**src/hw/core_cfg_pkg.sv**
```systemverilog
package core_cfg_pkg;

    // ~~~~~~~~~~~~~~~~~~~~~~~~~~~~~~~~~~~~~~~~~~~~~~~~~~~~~~~~~~~~~~~~~~~~~~~~~~~~
    // machine sizing
    // ~~~~~~~~~~~~~~~~~~~~~~~~~~~~~~~~~~~~~~~~~~~~~~~~~~~~~~~~~~~~~~~~~~~~~~~~~~~~
    localparam int XLEN      = 32;
    localparam int ARCH_REGS = 32;
    localparam int PHYS_REGS = 48;
    localparam int ROB_SIZE  = 32;
    localparam int NUM_UOPS  = 32;

    // tags beyond the initial identity mapping
    localparam int FREE_TAGS = PHYS_REGS - ARCH_REGS;

    // derived widths
    localparam int TAG_W     = $clog2(PHYS_REGS);
    localparam int ARCH_W    = $clog2(ARCH_REGS);
    localparam int ROB_W     = $clog2(ROB_SIZE);
    localparam int ROB_CNT_W = $clog2(ROB_SIZE + 1);
    localparam int UOP_W     = $clog2(NUM_UOPS);
    localparam int FL_W      = $clog2(FREE_TAGS);
    localparam int FL_CNT_W  = $clog2(FREE_TAGS + 1);

endpackage
```
**src/hw/uop_pkg.sv**
```systemverilog
package uop_pkg;

    // ~~~~~~~~~~~~~~~~~~~~~~~~~~~~~~~~~~~~~~~~~~~~~~~~~~~~~~~~~~~~~~~~~~~~~~~~~~~~
    // micro-op field types
    // ~~~~~~~~~~~~~~~~~~~~~~~~~~~~~~~~~~~~~~~~~~~~~~~~~~~~~~~~~~~~~~~~~~~~~~~~~~~~

    // physical register tag
    typedef logic [core_cfg_pkg::TAG_W-1:0] phys_tag_t;

    // architectural register index, 0 is the zero register
    typedef logic [core_cfg_pkg::ARCH_W-1:0] arch_idx_t;

    // reorder buffer slot
    typedef logic [core_cfg_pkg::ROB_W-1:0] rob_idx_t;

    // operand and result data
    typedef logic [core_cfg_pkg::XLEN-1:0] word_t;

    // opcode handed to issue
    typedef logic [core_cfg_pkg::UOP_W-1:0] uop_code_t;

    // program counter, same width as a data word
    typedef logic [core_cfg_pkg::XLEN-1:0] pc_t;

endpackage

```
**src/hw/rename_if.sv**
```systemverilog
`timescale 1ns/1ns

interface rename_if;

    logic                valid;
    logic                ready;
    uop_pkg::uop_code_t  uop;
    logic                eoi;
    logic                src1_rdy;
    logic                src2_rdy;
    uop_pkg::phys_tag_t  src1_tag;
    uop_pkg::phys_tag_t  src2_tag;
    uop_pkg::word_t      src1_val;
    uop_pkg::word_t      src2_val;
    uop_pkg::arch_idx_t  dest_arch;
    uop_pkg::phys_tag_t  dest_tag;
    uop_pkg::phys_tag_t  dest_oldtag;
    logic                has_dest;
    uop_pkg::word_t      imm;
    logic                use_imm;
    uop_pkg::pc_t        pc;
    logic                except;
    uop_pkg::rob_idx_t   rob_entry;

    // rename side
    modport src (
        output valid, uop, eoi, src1_rdy, src2_rdy, src1_tag, src2_tag,
               src1_val, src2_val, dest_arch, dest_tag, dest_oldtag, has_dest,
               imm, use_imm, pc, except, rob_entry,
        input  ready
    );

    // dispatch side
    modport dst (
        input  valid, uop, eoi, src1_rdy, src2_rdy, src1_tag, src2_tag,
               src1_val, src2_val, dest_arch, dest_tag, dest_oldtag, has_dest,
               imm, use_imm, pc, except, rob_entry,
        output ready
    );

endinterface

```
**src/hw/dispatch.sv**
```systemverilog
`timescale 1ns/1ns

module dispatch (
    input  logic               clk,
    input  logic               rst,
    input  logic               rob_full,
    rename_if.dst              rn,
    output logic               out_valid,
    output uop_pkg::uop_code_t out_uop,
    output logic               out_eoi,
    output logic               op1_rdy,
    output logic               op2_rdy,
    output uop_pkg::phys_tag_t op1_tag,
    output uop_pkg::phys_tag_t op2_tag,
    output uop_pkg::word_t     op1_val,
    output uop_pkg::word_t     op2_val,
    output uop_pkg::phys_tag_t dest_tag,
    output uop_pkg::phys_tag_t dest_oldtag,
    output uop_pkg::arch_idx_t dest_arch,
    output uop_pkg::pc_t       out_pc,
    output uop_pkg::rob_idx_t  rob_entry,
    output logic               out_except
);

    logic fire;

    // issue never stalls, only the rob can
    assign rn.ready = !rob_full;
    assign fire     = rn.valid && rn.ready;

    always_ff @(posedge clk) begin
        if (rst) begin
            out_valid <= 1'b0;
        end else begin
            out_valid <= fire;
        end
    end

    always_ff @(posedge clk) begin
        if (fire) begin
            out_uop     <= rn.uop;
            out_eoi     <= rn.eoi;
            op1_rdy     <= rn.src1_rdy;
            op1_tag     <= rn.src1_tag;
            op1_val     <= rn.src1_val;
            // immediate replaces operand 2
            op2_rdy     <= rn.use_imm ? 1'b1 : rn.src2_rdy;
            op2_tag     <= rn.use_imm ? '0 : rn.src2_tag;
            op2_val     <= rn.use_imm ? rn.imm : rn.src2_val;
            dest_tag    <= rn.has_dest ? rn.dest_tag : '0;
            dest_oldtag <= rn.dest_oldtag;
            dest_arch   <= rn.dest_arch;
            out_pc      <= rn.pc;
            rob_entry   <= rn.rob_entry;
            out_except  <= rn.except;
        end
    end

endmodule

```
**src/flat_wrapper.sv**
```systemverilog
// flat-port wrapper written by rule: the top's interface ports become plain ports
module dispatch_flat 
  (clk, rst, rob_full, out_valid, out_uop, out_eoi, op1_rdy, op2_rdy, op1_tag, op2_tag, op1_val, op2_val, dest_tag, dest_oldtag, dest_arch, out_pc, rob_entry, out_except, rn_valid, rn_uop, rn_eoi, rn_src1_rdy, rn_src2_rdy, rn_src1_tag, rn_src2_tag, rn_src1_val, rn_src2_val, rn_dest_arch, rn_dest_tag, rn_dest_oldtag, rn_has_dest, rn_imm, rn_use_imm, rn_pc, rn_except, rn_rob_entry, rn_ready);
  rename_if rn_i ();
  input  logic clk;
  input  logic rst;
  input  logic rob_full;
  output logic out_valid;
  output uop_pkg::uop_code_t out_uop;
  output logic out_eoi;
  output logic op1_rdy;
  output logic op2_rdy;
  output uop_pkg::phys_tag_t op1_tag;
  output uop_pkg::phys_tag_t op2_tag;
  output uop_pkg::word_t op1_val;
  output uop_pkg::word_t op2_val;
  output uop_pkg::phys_tag_t dest_tag;
  output uop_pkg::phys_tag_t dest_oldtag;
  output uop_pkg::arch_idx_t dest_arch;
  output uop_pkg::pc_t out_pc;
  output uop_pkg::rob_idx_t rob_entry;
  output logic out_except;
  input wire logic [$bits(rn_i.valid)-1:0] rn_valid;
  input wire logic [$bits(rn_i.uop)-1:0] rn_uop;
  input wire logic [$bits(rn_i.eoi)-1:0] rn_eoi;
  input wire logic [$bits(rn_i.src1_rdy)-1:0] rn_src1_rdy;
  input wire logic [$bits(rn_i.src2_rdy)-1:0] rn_src2_rdy;
  input wire logic [$bits(rn_i.src1_tag)-1:0] rn_src1_tag;
  input wire logic [$bits(rn_i.src2_tag)-1:0] rn_src2_tag;
  input wire logic [$bits(rn_i.src1_val)-1:0] rn_src1_val;
  input wire logic [$bits(rn_i.src2_val)-1:0] rn_src2_val;
  input wire logic [$bits(rn_i.dest_arch)-1:0] rn_dest_arch;
  input wire logic [$bits(rn_i.dest_tag)-1:0] rn_dest_tag;
  input wire logic [$bits(rn_i.dest_oldtag)-1:0] rn_dest_oldtag;
  input wire logic [$bits(rn_i.has_dest)-1:0] rn_has_dest;
  input wire logic [$bits(rn_i.imm)-1:0] rn_imm;
  input wire logic [$bits(rn_i.use_imm)-1:0] rn_use_imm;
  input wire logic [$bits(rn_i.pc)-1:0] rn_pc;
  input wire logic [$bits(rn_i.except)-1:0] rn_except;
  input wire logic [$bits(rn_i.rob_entry)-1:0] rn_rob_entry;
  output wire logic [$bits(rn_i.ready)-1:0] rn_ready;
  assign rn_i.valid = rn_valid;
  assign rn_i.uop = rn_uop;
  assign rn_i.eoi = rn_eoi;
  assign rn_i.src1_rdy = rn_src1_rdy;
  assign rn_i.src2_rdy = rn_src2_rdy;
  assign rn_i.src1_tag = rn_src1_tag;
  assign rn_i.src2_tag = rn_src2_tag;
  assign rn_i.src1_val = rn_src1_val;
  assign rn_i.src2_val = rn_src2_val;
  assign rn_i.dest_arch = rn_dest_arch;
  assign rn_i.dest_tag = rn_dest_tag;
  assign rn_i.dest_oldtag = rn_dest_oldtag;
  assign rn_i.has_dest = rn_has_dest;
  assign rn_i.imm = rn_imm;
  assign rn_i.use_imm = rn_use_imm;
  assign rn_i.pc = rn_pc;
  assign rn_i.except = rn_except;
  assign rn_i.rob_entry = rn_rob_entry;
  assign rn_ready = rn_i.ready;
  dispatch u_core (.clk(clk), .rst(rst), .rob_full(rob_full), .rn(rn_i), .out_valid(out_valid), .out_uop(out_uop), .out_eoi(out_eoi), .op1_rdy(op1_rdy), .op2_rdy(op2_rdy), .op1_tag(op1_tag), .op2_tag(op2_tag), .op1_val(op1_val), .op2_val(op2_val), .dest_tag(dest_tag), .dest_oldtag(dest_oldtag), .dest_arch(dest_arch), .out_pc(out_pc), .rob_entry(rob_entry), .out_except(out_except));
endmodule
```
**config.mk**
```make
export PLATFORM = sky130hd
export DESIGN_NAME = dispatch_flat
export DESIGN_NICKNAME = d
export VERILOG_FILES = /design/src/hw/core_cfg_pkg.sv /design/src/hw/uop_pkg.sv /design/src/hw/rename_if.sv /design/src/hw/dispatch.sv /design/src/flat_wrapper.sv
export SDC_FILE = /design/constraint.sdc
export NUM_CORES = 1
export LEC_CHECK = 0
export ABC_AREA = 1
export CAP_MARGIN = 0
export CORE_AREA = 2 2 123 125
export CTS_BUF_LIST = sky130_fd_sc_hd__clkbuf_16
export CTS_CLUSTER_SIZE = 12
export DETAILED_ROUTE_END_ITERATION = 7
export DIE_AREA = 0 0 125 127
export DONT_BUFFER_PORTS = 1
export GPL_TIMING_DRIVEN = 0
export PLACE_DENSITY_LB_ADDON = 0.1
export SLEW_MARGIN = 40
export SYNTH_ARGS = -nofsm -noshare
export SYNTH_HDL_FRONTEND = slang
export SYNTH_SLANG_ARGS = --single-unit
```
**constraint.sdc**
```tcl
create_clock -name clk -period 8.5 [get_ports clk]
set_input_delay 1.7 -clock clk [delete_from_list [all_inputs] [get_ports clk]]
set_output_delay 1.7 -clock clk [all_outputs]
set_load 0.02 [all_outputs]
```
==> qor.yml, run 1 <==
clock_tree:
  htreeDepth: 4
  cts_num_sinks: 140
  postCtsHoldBufs: 0
  cts-root-to-sink-buffers: 2
  postCtsSetupBuffers: 0
  cts_tree: "built"
  cell_at_the_root_of_the_clock_tree: "clkbuf_16"
  clock_pin_slew_reported_for_the_worst_setup_and_hold_paths_after_clock_tree_synthesis_ns: 0.06
  cts_resized: 0
  cts_inserted_buffers: 17
synth:
  postSynthCellCount: 273
  synth_nets: 450
  mappedNetlistArea_um2: 4710
  ys_seq_area_share_pct: 89.0
  ys_warn_count: 0
  postSynthAreaPerCell_um2: 17.3
  yosys_reg_bits: 140
  synth_cell_type_count: 10
finish:
  areaGrowthSynthToFinish_pct: 18.3
  antenna-diode-count: 0
  fin_area_um2: 5570
  most-common-layout-cells: "edfxtp_1 (139), nand2_1 (103), clkbuf_16 (17)"
  most_common_library_cell_in_the_layout_ignoring_fill_and_taps: "edfxtp_1"
  fin_nets: 470
  final_layout_size_suffix_gt1_share_pct: 13.8
  finalCoreUtilization_pct: 38.6
floorplanning:
  floorplan.initialDensity_pct: 32.7
  std_cell_rows: 44
  die_x_um: 125
  design.die.area_um2: 15900
  ioPinCount: 318
  placeableCoreArea_um2: 14400
  die_h_um: 127
worst_hold_path:
  min_delay_worst_endpoint: "u_core.out_valid"
  min_delay_path_depth: 1
  worstHoldStart: "rst"
  min-delay-path-class: "in2reg"
place:
  dpl_cell_area_um2: 4980
  detailedPlace.worstSlack_ns: 4.95
  dp.final_hpwl_um: 8110
  place_congestion: 0.717
  io_buffer_count: 0
setup_path:
  cp_data_required_time_ns: 6.80
  path_class: "in2out"
  worstPathCellList: "inv_1"
  cpLargestDelayFamily: "buffers and inverters"
  critPathCaptureType: "output port"
  cp.arrival_ns: 1.85
  cp_max_fo: 2
  buffers_inverters_on_critical_path: 1
  worstSetupStartpointType: "primary input"
  cp_slowest_stage_delay_ns: 0.15
  slowest_stage: "inv_1"
sta:
  worst_slew_margin_rel_pct: 71.1
  tightestPinTransition_ns: 0.434
  timing.final.max_slew_violations: 0
  layout_min_cycle_time_ns: 3.55
  final_hold_violations: 0
  tns_ns: 0
  grt_setup_unrepaired: "false"
  setup_viol: 0
  final_critical_path_setup_slack_ns: 4.95
  highest_attainable_clock_frequency_mhz: 282
  finalCritPeriodShare_pct: 41.8
grt:
  via_count_of_the_first_global_routing_pass: 2304
  global_route_wire_length_before_repair_um: 14900
  grtUsageMet1_pct: 13.4
  met3_usage_pct: 6.95
  global_route.usage.total_pct: 13.2
  grt_most_used_layer: "met2"
  grt.met2_usage_pct: 22.3
  antenna_found_initial: 0
  grt_start_max_net_pins: 81
  grt_overflow: 0
outcome:
  outcome: "finished clean"
drt:
  routed_wirelength_um: 10800
  route.detailed.wl_per_inst_um: 22.0
  route.detailed.vias_per_inst: 4.62
  ant_nets: 0
  drt_drc_violations_left: 0
  via_count: 2261
  detailedRoute.firstIterationViolations: 167
  drt_first_pass_iters: 4
power_and_ir_drop:
  peakVddDrop_mv: 0.129
  power.density_cell_area_nw_per_um2: 300
  static-leakage-power_nw: 2.03
flow_run:
  max_cap_viol_count: 0
synthesized netlist by cell type (all sizes together):
cell	count	area share (%)
nor2	7	0.56
buf	7	0.93
dfxtp	1	0.42
nand2	103	8.2
or2	1	0.13
inv	15	1.2
edfxtp	139	89
stage by stage:
| step | std cells | power, mW | hold slack, ns |
|---|---|---|---|
| 3_5_place_dp | 458 | 0.952 | 1.78 |
| 2_1_floorplan | 273 | 0.931 | 1.77 |
| 6_report | 489 | 1.67 | 1.36 |
| 4_1_cts | 489 | 1.69 | 1.34 |
| 5_1_grt | 489 | 1.73 | 1.34 |
| 3_3_place_gp | 457 | 0.955 | 1.77 |
state kept, by name (all words and copies together) (netlist names):
| signal | flops |
|---|---|
| u_core.op1_val | 32 |
| u_core.op2_val | 32 |
| u_core.out_pc | 32 |
| u_core.dest_oldtag | 6 |
| u_core.dest_tag | 6 |
| u_core.op1_tag | 6 |
| u_core.op2_tag | 6 |
| u_core.dest_arch | 5 |
| u_core.out_uop | 5 |
| u_core.rob_entry | 5 |
| u_core.op1_rdy | 1 |
| u_core.op2_rdy | 1 |
| u_core.out_eoi | 1 |
| u_core.out_except | 1 |
| u_core.out_valid | 1 |
where the power goes:
group          internal (mW)  switching (mW)
clock network          0.460           0.280
logic                 0.0100          0.0277
registers              0.818          0.0785
total                   1.29           0.386
kinds of logic (layout without fill, tap and decap cells):
logic type | count (synthesis) | after routing | synth area share, %
DFF | 140 | 140 | 89.0
and+or+nand+nor | 111 | 111 | 8.89
buffers and inverters | 22 | 54 | 2.12
worst max path at each step:
stage	from	endpoint	depth (start not counted)
CTS	rob_full	rn_ready	1
floorplan	rob_full	u_core.dest_arch[0]	3
detailed placement	rob_full	rn_ready	1
global placement	rob_full	u_core.dest_tag[5]	3
global route	rob_full	rn_ready	1
finish	rob_full	rn_ready	1
layer usage:
layer | vias up | part of all wire, % | wire length (µm)
met5 | - | 0 | 0
met4 | 0 | 1.9 | 208
met3 | 13 | 11 | 1230
met2 | 198 | 52 | 5560
met1 | 1056 | 35 | 3770
li1 | 994 | - | -
area by class of cell:
cell class,count,area [µm²]
clock inverters,14,170
repair buffers,1,27.5
well taps,184,230
plain buffers,7,43.8
inverters,15,63.8
fillers,1340,8850
clock buffers,17,425
multi-input cells,111,419
flip-flops and latches,140,4190
Note: power is estimated with default switching activity, not from simulation.
==> inputs of run 2 (changes only) <==
--- a/config.mk
+++ b/config.mk
@@ -5,7 +5,7 @@
 export SDC_FILE = /design/constraint.sdc
 export NUM_CORES = 1
 export LEC_CHECK = 0
-export ABC_AREA = 1
+export ABC_AREA = 0
 export CAP_MARGIN = 0
 export CORE_AREA = 2 2 123 125
 export CTS_BUF_LIST = sky130_fd_sc_hd__clkbuf_16
==> constraint.sdc (replaced) <==
create_clock -name clk -period 3.7 [get_ports clk]
set_input_delay 0.74 -clock clk [delete_from_list [all_inputs] [get_ports clk]]
set_output_delay 0.74 -clock clk [all_outputs]
set_load 0.02 [all_outputs]
==> run 2 against run 1 <==
Effect of this change: total power up 130%; clock power up 120%; design area up 1.1%.
==> qor.yml, run 2 <==
finish:
  most_common_library_cell_in_the_layout_ignoring_fill_and_taps: "edfxtp_1"
  antenna-diode-count: 0  # unchanged
  areaGrowthSynthToFinish_pct: 19.9
  final_layout_size_suffix_gt1_share_pct: 30.4  # +17 points
  final.fill_count: 1292  # -3.6%
  fin_nets: 394  # -16%
  most-common-layout-cells: "edfxtp_1 (139), mux2_2 (29), clkbuf_16 (17)"
  largest_registers: "u_core.op1_val (32), u_core.op2_val (32), u_core.out_pc (32)"
  post_layout_nonfiller_instances: 414  # -15%
  finalCoreUtilization_pct: 39.1  # +0.43 points
  total_area_of_multi_input_combinational_cells_um2: 474  # +13%
  footprint_of_the_flip_flops_and_latches_um2: 4190  # unchanged
grt:
  grt_start_max_net_pins: 27  # -67%
  via_count_of_the_first_global_routing_pass: 2126  # -7.7%
  global_route.usage.total_pct: 13.2  # +0.085 points
  antenna_found_initial: 0  # unchanged
  grt_overflow: 0  # unchanged
  global_route_wire_length_before_repair_um: 15000  # +0.88%
synth:
  ys_seq_area_share_pct: 89.2  # +0.21 points
  synth-edff-count: 139  # unchanged
  yosys.cell_count.top_type: "edfxtp_1"
  yosys.area.top_type_share_pct: 88.8  # +0.21 points
  yosys_reg_bits: 140  # unchanged
  ys.flop_type: "edfxtp_1"
  postSynth.asyncResetShare_pct: 0  # unchanged
  synth_common_cells: "edfxtp_1 (139), mux2_2 (29), nor2b_1 (7)"
  postSynthAreaPerCell_um2: 24.5  # +42%
  synth_nets: 369  # -18%
  ys_warn_count: 0  # unchanged
  synth_cell_type_count: 11  # +1
  synth_area_leaders: "edfxtp_1 (89%), mux2_2 (6.9%), mux2_4 (0.96%), nor2b_1 (0.93%), and2_1 (0.80%)"
  postSynthCellCount: 192  # -30%
  mappedNetlistArea_um2: 4700  # -0.24%
  synthDominantAreaCellType: "edfxtp_1"
power_and_ir_drop:
  peakVddDrop_mv: 0.286  # +120%
  static-leakage-power_nw: 1.86  # -8.7%
  power.density_cell_area_nw_per_um2: 677  # +130%
  finalPower_mw: 3.81  # +130%
sta:
  tightestPinTransition_ns: 0.511  # +0.0778 ns
  grt_setup_unrepaired: "false"
  layout_min_cycle_time_ns: 1.84
  final_critical_path_setup_slack_ns: 1.86  # -3.09 ns
  worst_slew_margin_rel_pct: 65.8  # -5.3 points
  setup_viol: 0  # unchanged
  highest_attainable_clock_frequency_mhz: 543
  final_hold_violations: 0  # unchanged
  timing.final.max_slew_violations: 0  # unchanged
  finalCritPeriodShare_pct: 49.8
  hold_ws_ns: 0.404  # -0.955 ns
clock_tree:
  cts_resized: 0  # unchanged
  postCtsHoldBufs: 0  # unchanged
  clock_pin_slew_reported_for_the_worst_setup_and_hold_paths_after_clock_tree_synthesis_ns: 0.05  # about the same
  cts_num_sinks: 140  # unchanged
  cts_tree: "built"
  htreeDepth: 4  # unchanged
  cts_inserted_buffers: 17  # unchanged
  cts-root-to-sink-buffers: 2  # unchanged
  cell_at_the_root_of_the_clock_tree: "clkbuf_16"
  postCtsSetupBuffers: 0  # unchanged
drt:
  ant_nets: 0  # unchanged
  routed_wirelength_um: 10800  # +0.72%
  drt_first_pass_iters: 4  # unchanged
  drt_drc_violations_left: 0  # unchanged
  route.detailed.wl_per_inst_um: 26.2  # +19%
  route.detailed.vias_per_inst: 4.71  # +1.8%
  detailedRoute.firstIterationViolations: 69  # -59%
  via_count: 1949  # -14%
worst_hold_path:
  min-delay-path-class: "in2reg"
  min_delay_path_depth: 1  # unchanged
  min_delay_worst_endpoint: "u_core.out_valid"
  worstHoldStart: "rob_full"
flow_run:
  max_cap_viol_count: 0  # unchanged
setup_path:
  path_class: "in2reg"
  worstSetupStartpointType: "primary input"
  cp_data_required_time_ns: 3.80  # -3.00 ns
  critPathCaptureType: "flip-flop"
  cp_max_fo: 26  # +24
  cp.arrival_ns: 1.94  # +0.09 ns
outcome:
  outcome: "finished clean"
place:
  dp.final_hpwl_um: 8430  # +4.0%
  place_congestion: 0.850  # +19%
  detailedPlace.worstSlack_ns: 1.43  # -3.52 ns
  io_buffer_count: 0  # unchanged
  place_inst: 382  # -17%
floorplanning:
  die_h_um: 127  # unchanged
  ioPinCount: 318  # unchanged
  design.die.area_um2: 15900  # unchanged
  placeableCoreArea_um2: 14400  # unchanged
  std_cell_rows: 44  # unchanged
  die_x_um: 125  # unchanged
  floorplan.initialDensity_pct: 32.6  # -0.078 points
-- run 2: cell count changes in the layout (fill, tap and decap cells not counted), sizes merged, moves of 6 or more --
cell   delta
and2      +6
inv      -11
nor2      -7
nand2   -103
mux2     +32
nor2b     +7
-- run 2: power breakdown --
group	switching [mW]	internal [mW]
Sequential	0.182	1.88
Clock	0.610	1.05
Combinational	0.0499	0.0466
-- run 2: how the worst max path moves through the flow --
stage	slack, ns	cells past startpoint	end	startpoint
after floorplan	0.44	1	u_core.dest_arch[0]	rn_valid
after global placement	-0.03	1	u_core.out_pc[4]	rn_valid
after detailed placement	1.43	4	u_core.out_pc[4]	rn_valid
after CTS	1.87	4	u_core.out_pc[21]	rn_valid
after global routing	1.78	4	u_core.op1_val[31]	rn_valid
final	1.86	4	u_core.out_pc[21]	rn_valid
-- run 2: critical path, cell delays in order --
cell and delay [ns]:
nor2b_4 0.44, buf_8 0.27, buf_8 0.24, buf_8 0.24
-- run 2: stage by stage --
step | TNS, ns | area [µm²]
5_1_grt | 0 | 5640
3_5_place_dp | 0 | 5050
4_1_cts | 0 | 5640
6_report | 0 | 5640
2_1_floorplan | 0 | 4710
3_3_place_gp | -3.00 | 4940
-- run 2: final cells by class --
cell class / instances / area share (%)
Tap cell: 184 / 4.08
Clock buffer: 17 / 7.55
Clock inverter: 15 / 2.77
Timing Repair Buffer: 6 / 2.04
Inverter: 1 / 0.0666
Buffer: 4 / 0.666
Sequential cell: 140 / 74.4
Multi-Input combinational cell: 47 / 8.41
-- run 2: routing by layer --
layer | routed length (µm) | up-vias | GRT usage (%) | share of wire (%)
li1 | - | 815 | - | -
met4 | 181 | 0 | 5.88 | 1.7
met2 | 5830 | 176 | 22.4 | 54
met3 | 1340 | 16 | 8.84 | 12
met1 | 3480 | 942 | 12.5 | 32
met5 | 0 | - | 0 | 0
-- run 2: cell families (layout without fill, tap and decap cells) --
| logic type | Yosys count | in the layout | share of synthesized area, % |
|---|---|---|---|
| mux | 32 | 32 | 7.90 |
| buf+inv | 5 | 43 | 0.878 |
| simple gates | 15 | 15 | 2.02 |
| flops | 140 | 140 | 89.2 |
==> inputs of run 3 (changes only) <==
==> constraint.sdc (replaced) <==
create_clock -name clk -period 1.6 [get_ports clk]
set_input_delay 0.32 -clock clk [delete_from_list [all_inputs] [get_ports clk]]
set_output_delay 0.32 -clock clk [all_outputs]
set_load 0.02 [all_outputs]
==> run 3 against run 2 <==
Effect of this change: via count rose by 19%; sequential cell count unchanged; global-route usage is 1.1 points higher; clock power grew 130%.
==> qor.yml, run 3 (same netlist as run 2, synthesis figures left out) <==
outcome:
  outcome: "finished clean"
drt:
  route.detailed.vias_per_inst: 4.56  # -3.0%
  via_count: 2328  # +19%
  detailedRoute.firstIterationViolations: 80  # +16%
  routed_wirelength_um: 11700  # +8.2%
  route.detailed.wl_per_inst_um: 23.0  # -12%
  drt_drc_violations_left: 0  # unchanged
  drt_first_pass_iters: 4  # unchanged
  ant_nets: 0  # unchanged
worst_hold_path:
  min-delay-path-class: "in2reg"
  min_delay_path_depth: 1  # unchanged
finish:
  fin_nets: 490  # +24%
  antenna-diode-count: 0  # unchanged
  final_layout_size_suffix_gt1_share_pct: 21.5  # -9.0 points
  most_common_library_cell_in_the_layout_ignoring_fill_and_taps: "edfxtp_1"
  areaGrowthSynthToFinish_pct: 40.3
  largest_registers: "u_core.op1_val (32), u_core.op2_val (32), u_core.out_pc (32)"
  most-common-layout-cells: "edfxtp_1 (139), dlygate4sd3_1 (96), mux2_2 (29)"
  finalCoreUtilization_pct: 45.7  # +6.7 points
floorplanning:
  die_x_um: 125  # unchanged
  ioPinCount: 318  # unchanged
  placeableCoreArea_um2: 14400  # unchanged
  floorplan.initialDensity_pct: 32.6  # unchanged
  std_cell_rows: 44  # unchanged
  die_h_um: 127  # unchanged
  design.die.area_um2: 15900  # unchanged
sta:
  layout_min_cycle_time_ns: 1.44
  worst_slew_margin_rel_pct: 64.9  # -0.91 points
  setup_viol: 0  # unchanged
  timing.final.max_slew_violations: 0  # unchanged
  tns_ns: 0  # unchanged
  hold_ws_ns: 0.0919  # -0.312 ns
  final_hold_violations: 0  # unchanged
  finalCritPeriodShare_pct: 90.0
  tightestPinTransition_ns: 0.525  # +0.0135 ns
  grt_setup_unrepaired: "false"
  highest_attainable_clock_frequency_mhz: 695
grt:
  grt_start_max_net_pins: 27  # unchanged
  global_route.usage.total_pct: 14.4  # +1.1 points
  antenna_found_initial: 0  # unchanged
  via_count_of_the_first_global_routing_pass: 2584  # +22%
  global_route_wire_length_before_repair_um: 16600  # +11%
  grt_overflow: 0  # unchanged
power_and_ir_drop:
  switching_power_of_the_nets_mw: 2.02  # +140%
  power_report.internal_total_mw: 7.03  # +140%
  clockPowerShare_pct: 42.6  # -0.8 points
  power.density_cell_area_nw_per_um2: 1370  # +100%
  power_frac_comb_pct: 4.6  # +2.1 points
  static-leakage-power_nw: 2.26  # +22%
  power_switching_share_pct: 22.3  # +0.21 points
  sequentialPowerShare_pct: 52.8  # -1.3 points
  peakVddDrop_mv: 0.663  # +130%
place:
  place_congestion: 0.850  # unchanged
  io_buffer_count: 0  # unchanged
  dp.final_hpwl_um: 8430  # unchanged
clock_tree:
  cell_at_the_root_of_the_clock_tree: "clkbuf_16"
  cts_resized: 0  # unchanged
  cts_num_sinks: 140  # unchanged
  postCtsSetupBuffers: 0  # unchanged
  clock_pin_slew_reported_for_the_worst_setup_and_hold_paths_after_clock_tree_synthesis_ns: 0.05  # about the same
  htreeDepth: 4  # unchanged
  cts_inserted_buffers: 17  # unchanged
  postCtsHoldBufs: 96  # +96
  cts-root-to-sink-buffers: 2  # unchanged
  cts_tree: "built"
setup_path:
  cp_data_required_time_ns: 1.70  # -2.10 ns
  cp.arrival_ns: 1.54  # -0.40 ns
  critPathCaptureType: "flip-flop"
  worst-path-stages: 4  # unchanged
  path_class: "in2reg"
  buffers_inverters_on_critical_path: 3  # unchanged
  cpLargestDelayFamily: "buffers and inverters"
  slowest_stage: "nor2b_4"
  critical_path.most_common_cell: "buf_8"
  worstPathCellList: "nor2b_4, buf_8, buf_8, buf_8"
  cp_slowest_stage_delay_ns: 0.45  # about the same
  worstSetupStartpointType: "primary input"
  cp_max_fo: 26  # unchanged
flow_run:
  max_cap_viol_count: 0  # unchanged
==> run 3: path summary, 6_finish.rpt <==
kind	from	endpoint	slack (ns)
min	rn_src2_rdy	u_core.op2_rdy	0.09
max	rn_valid	u_core.out_pc[21]	0.16
==> run 3: area by class of cell <==
class | count | area [µm²]
inverter | 1 | 3.75
fill | 1245 | 7830
sequential | 140 | 4190
clock inverter | 15 | 156
buffer | 4 | 37.5
timing repair buffer | 102 | 1080
clock buffer | 17 | 425
tap | 184 | 230
multi-input combinational | 47 | 474
==> run 3: per-stage QoR <==
step                      std cells  cell area (µm²)  total power [mW]  setup WS [ns]
after floorplan                 192             4710              4.95          -1.24
after global placement          376             4940              5.05          -1.71
after detailed placement        382             5050              5.08         -0.250
after CTS                       510             6600              9.16          0.190
after global routing            510             6600              9.37         0.0797
final                           510             6600              9.04          0.160
==> run 3: metal layers <==
layer / GRT usage (%) / part of all wire (%) / vias to the layer above
li1: - / - / 1004
met3: 8.67 / 11 / 16
met2: 24.9 / 53 / 183
met1: 13.7 / 34 / 1125
met5: 0 / 0 / -
met4: 6.27 / 1.8 / 0
==> run 3: power groups by stage <==
stage          clock network [mW]  logic [mW]  registers, mW
2_1_floorplan                   0       0.155           4.79
3_3_place_gp                    0       0.179           4.87
3_5_place_dp                    0       0.229           4.85
4_1_cts                      3.96       0.426           4.78
5_1_grt                      4.12       0.453           4.79
6_report                     3.85       0.420           4.77
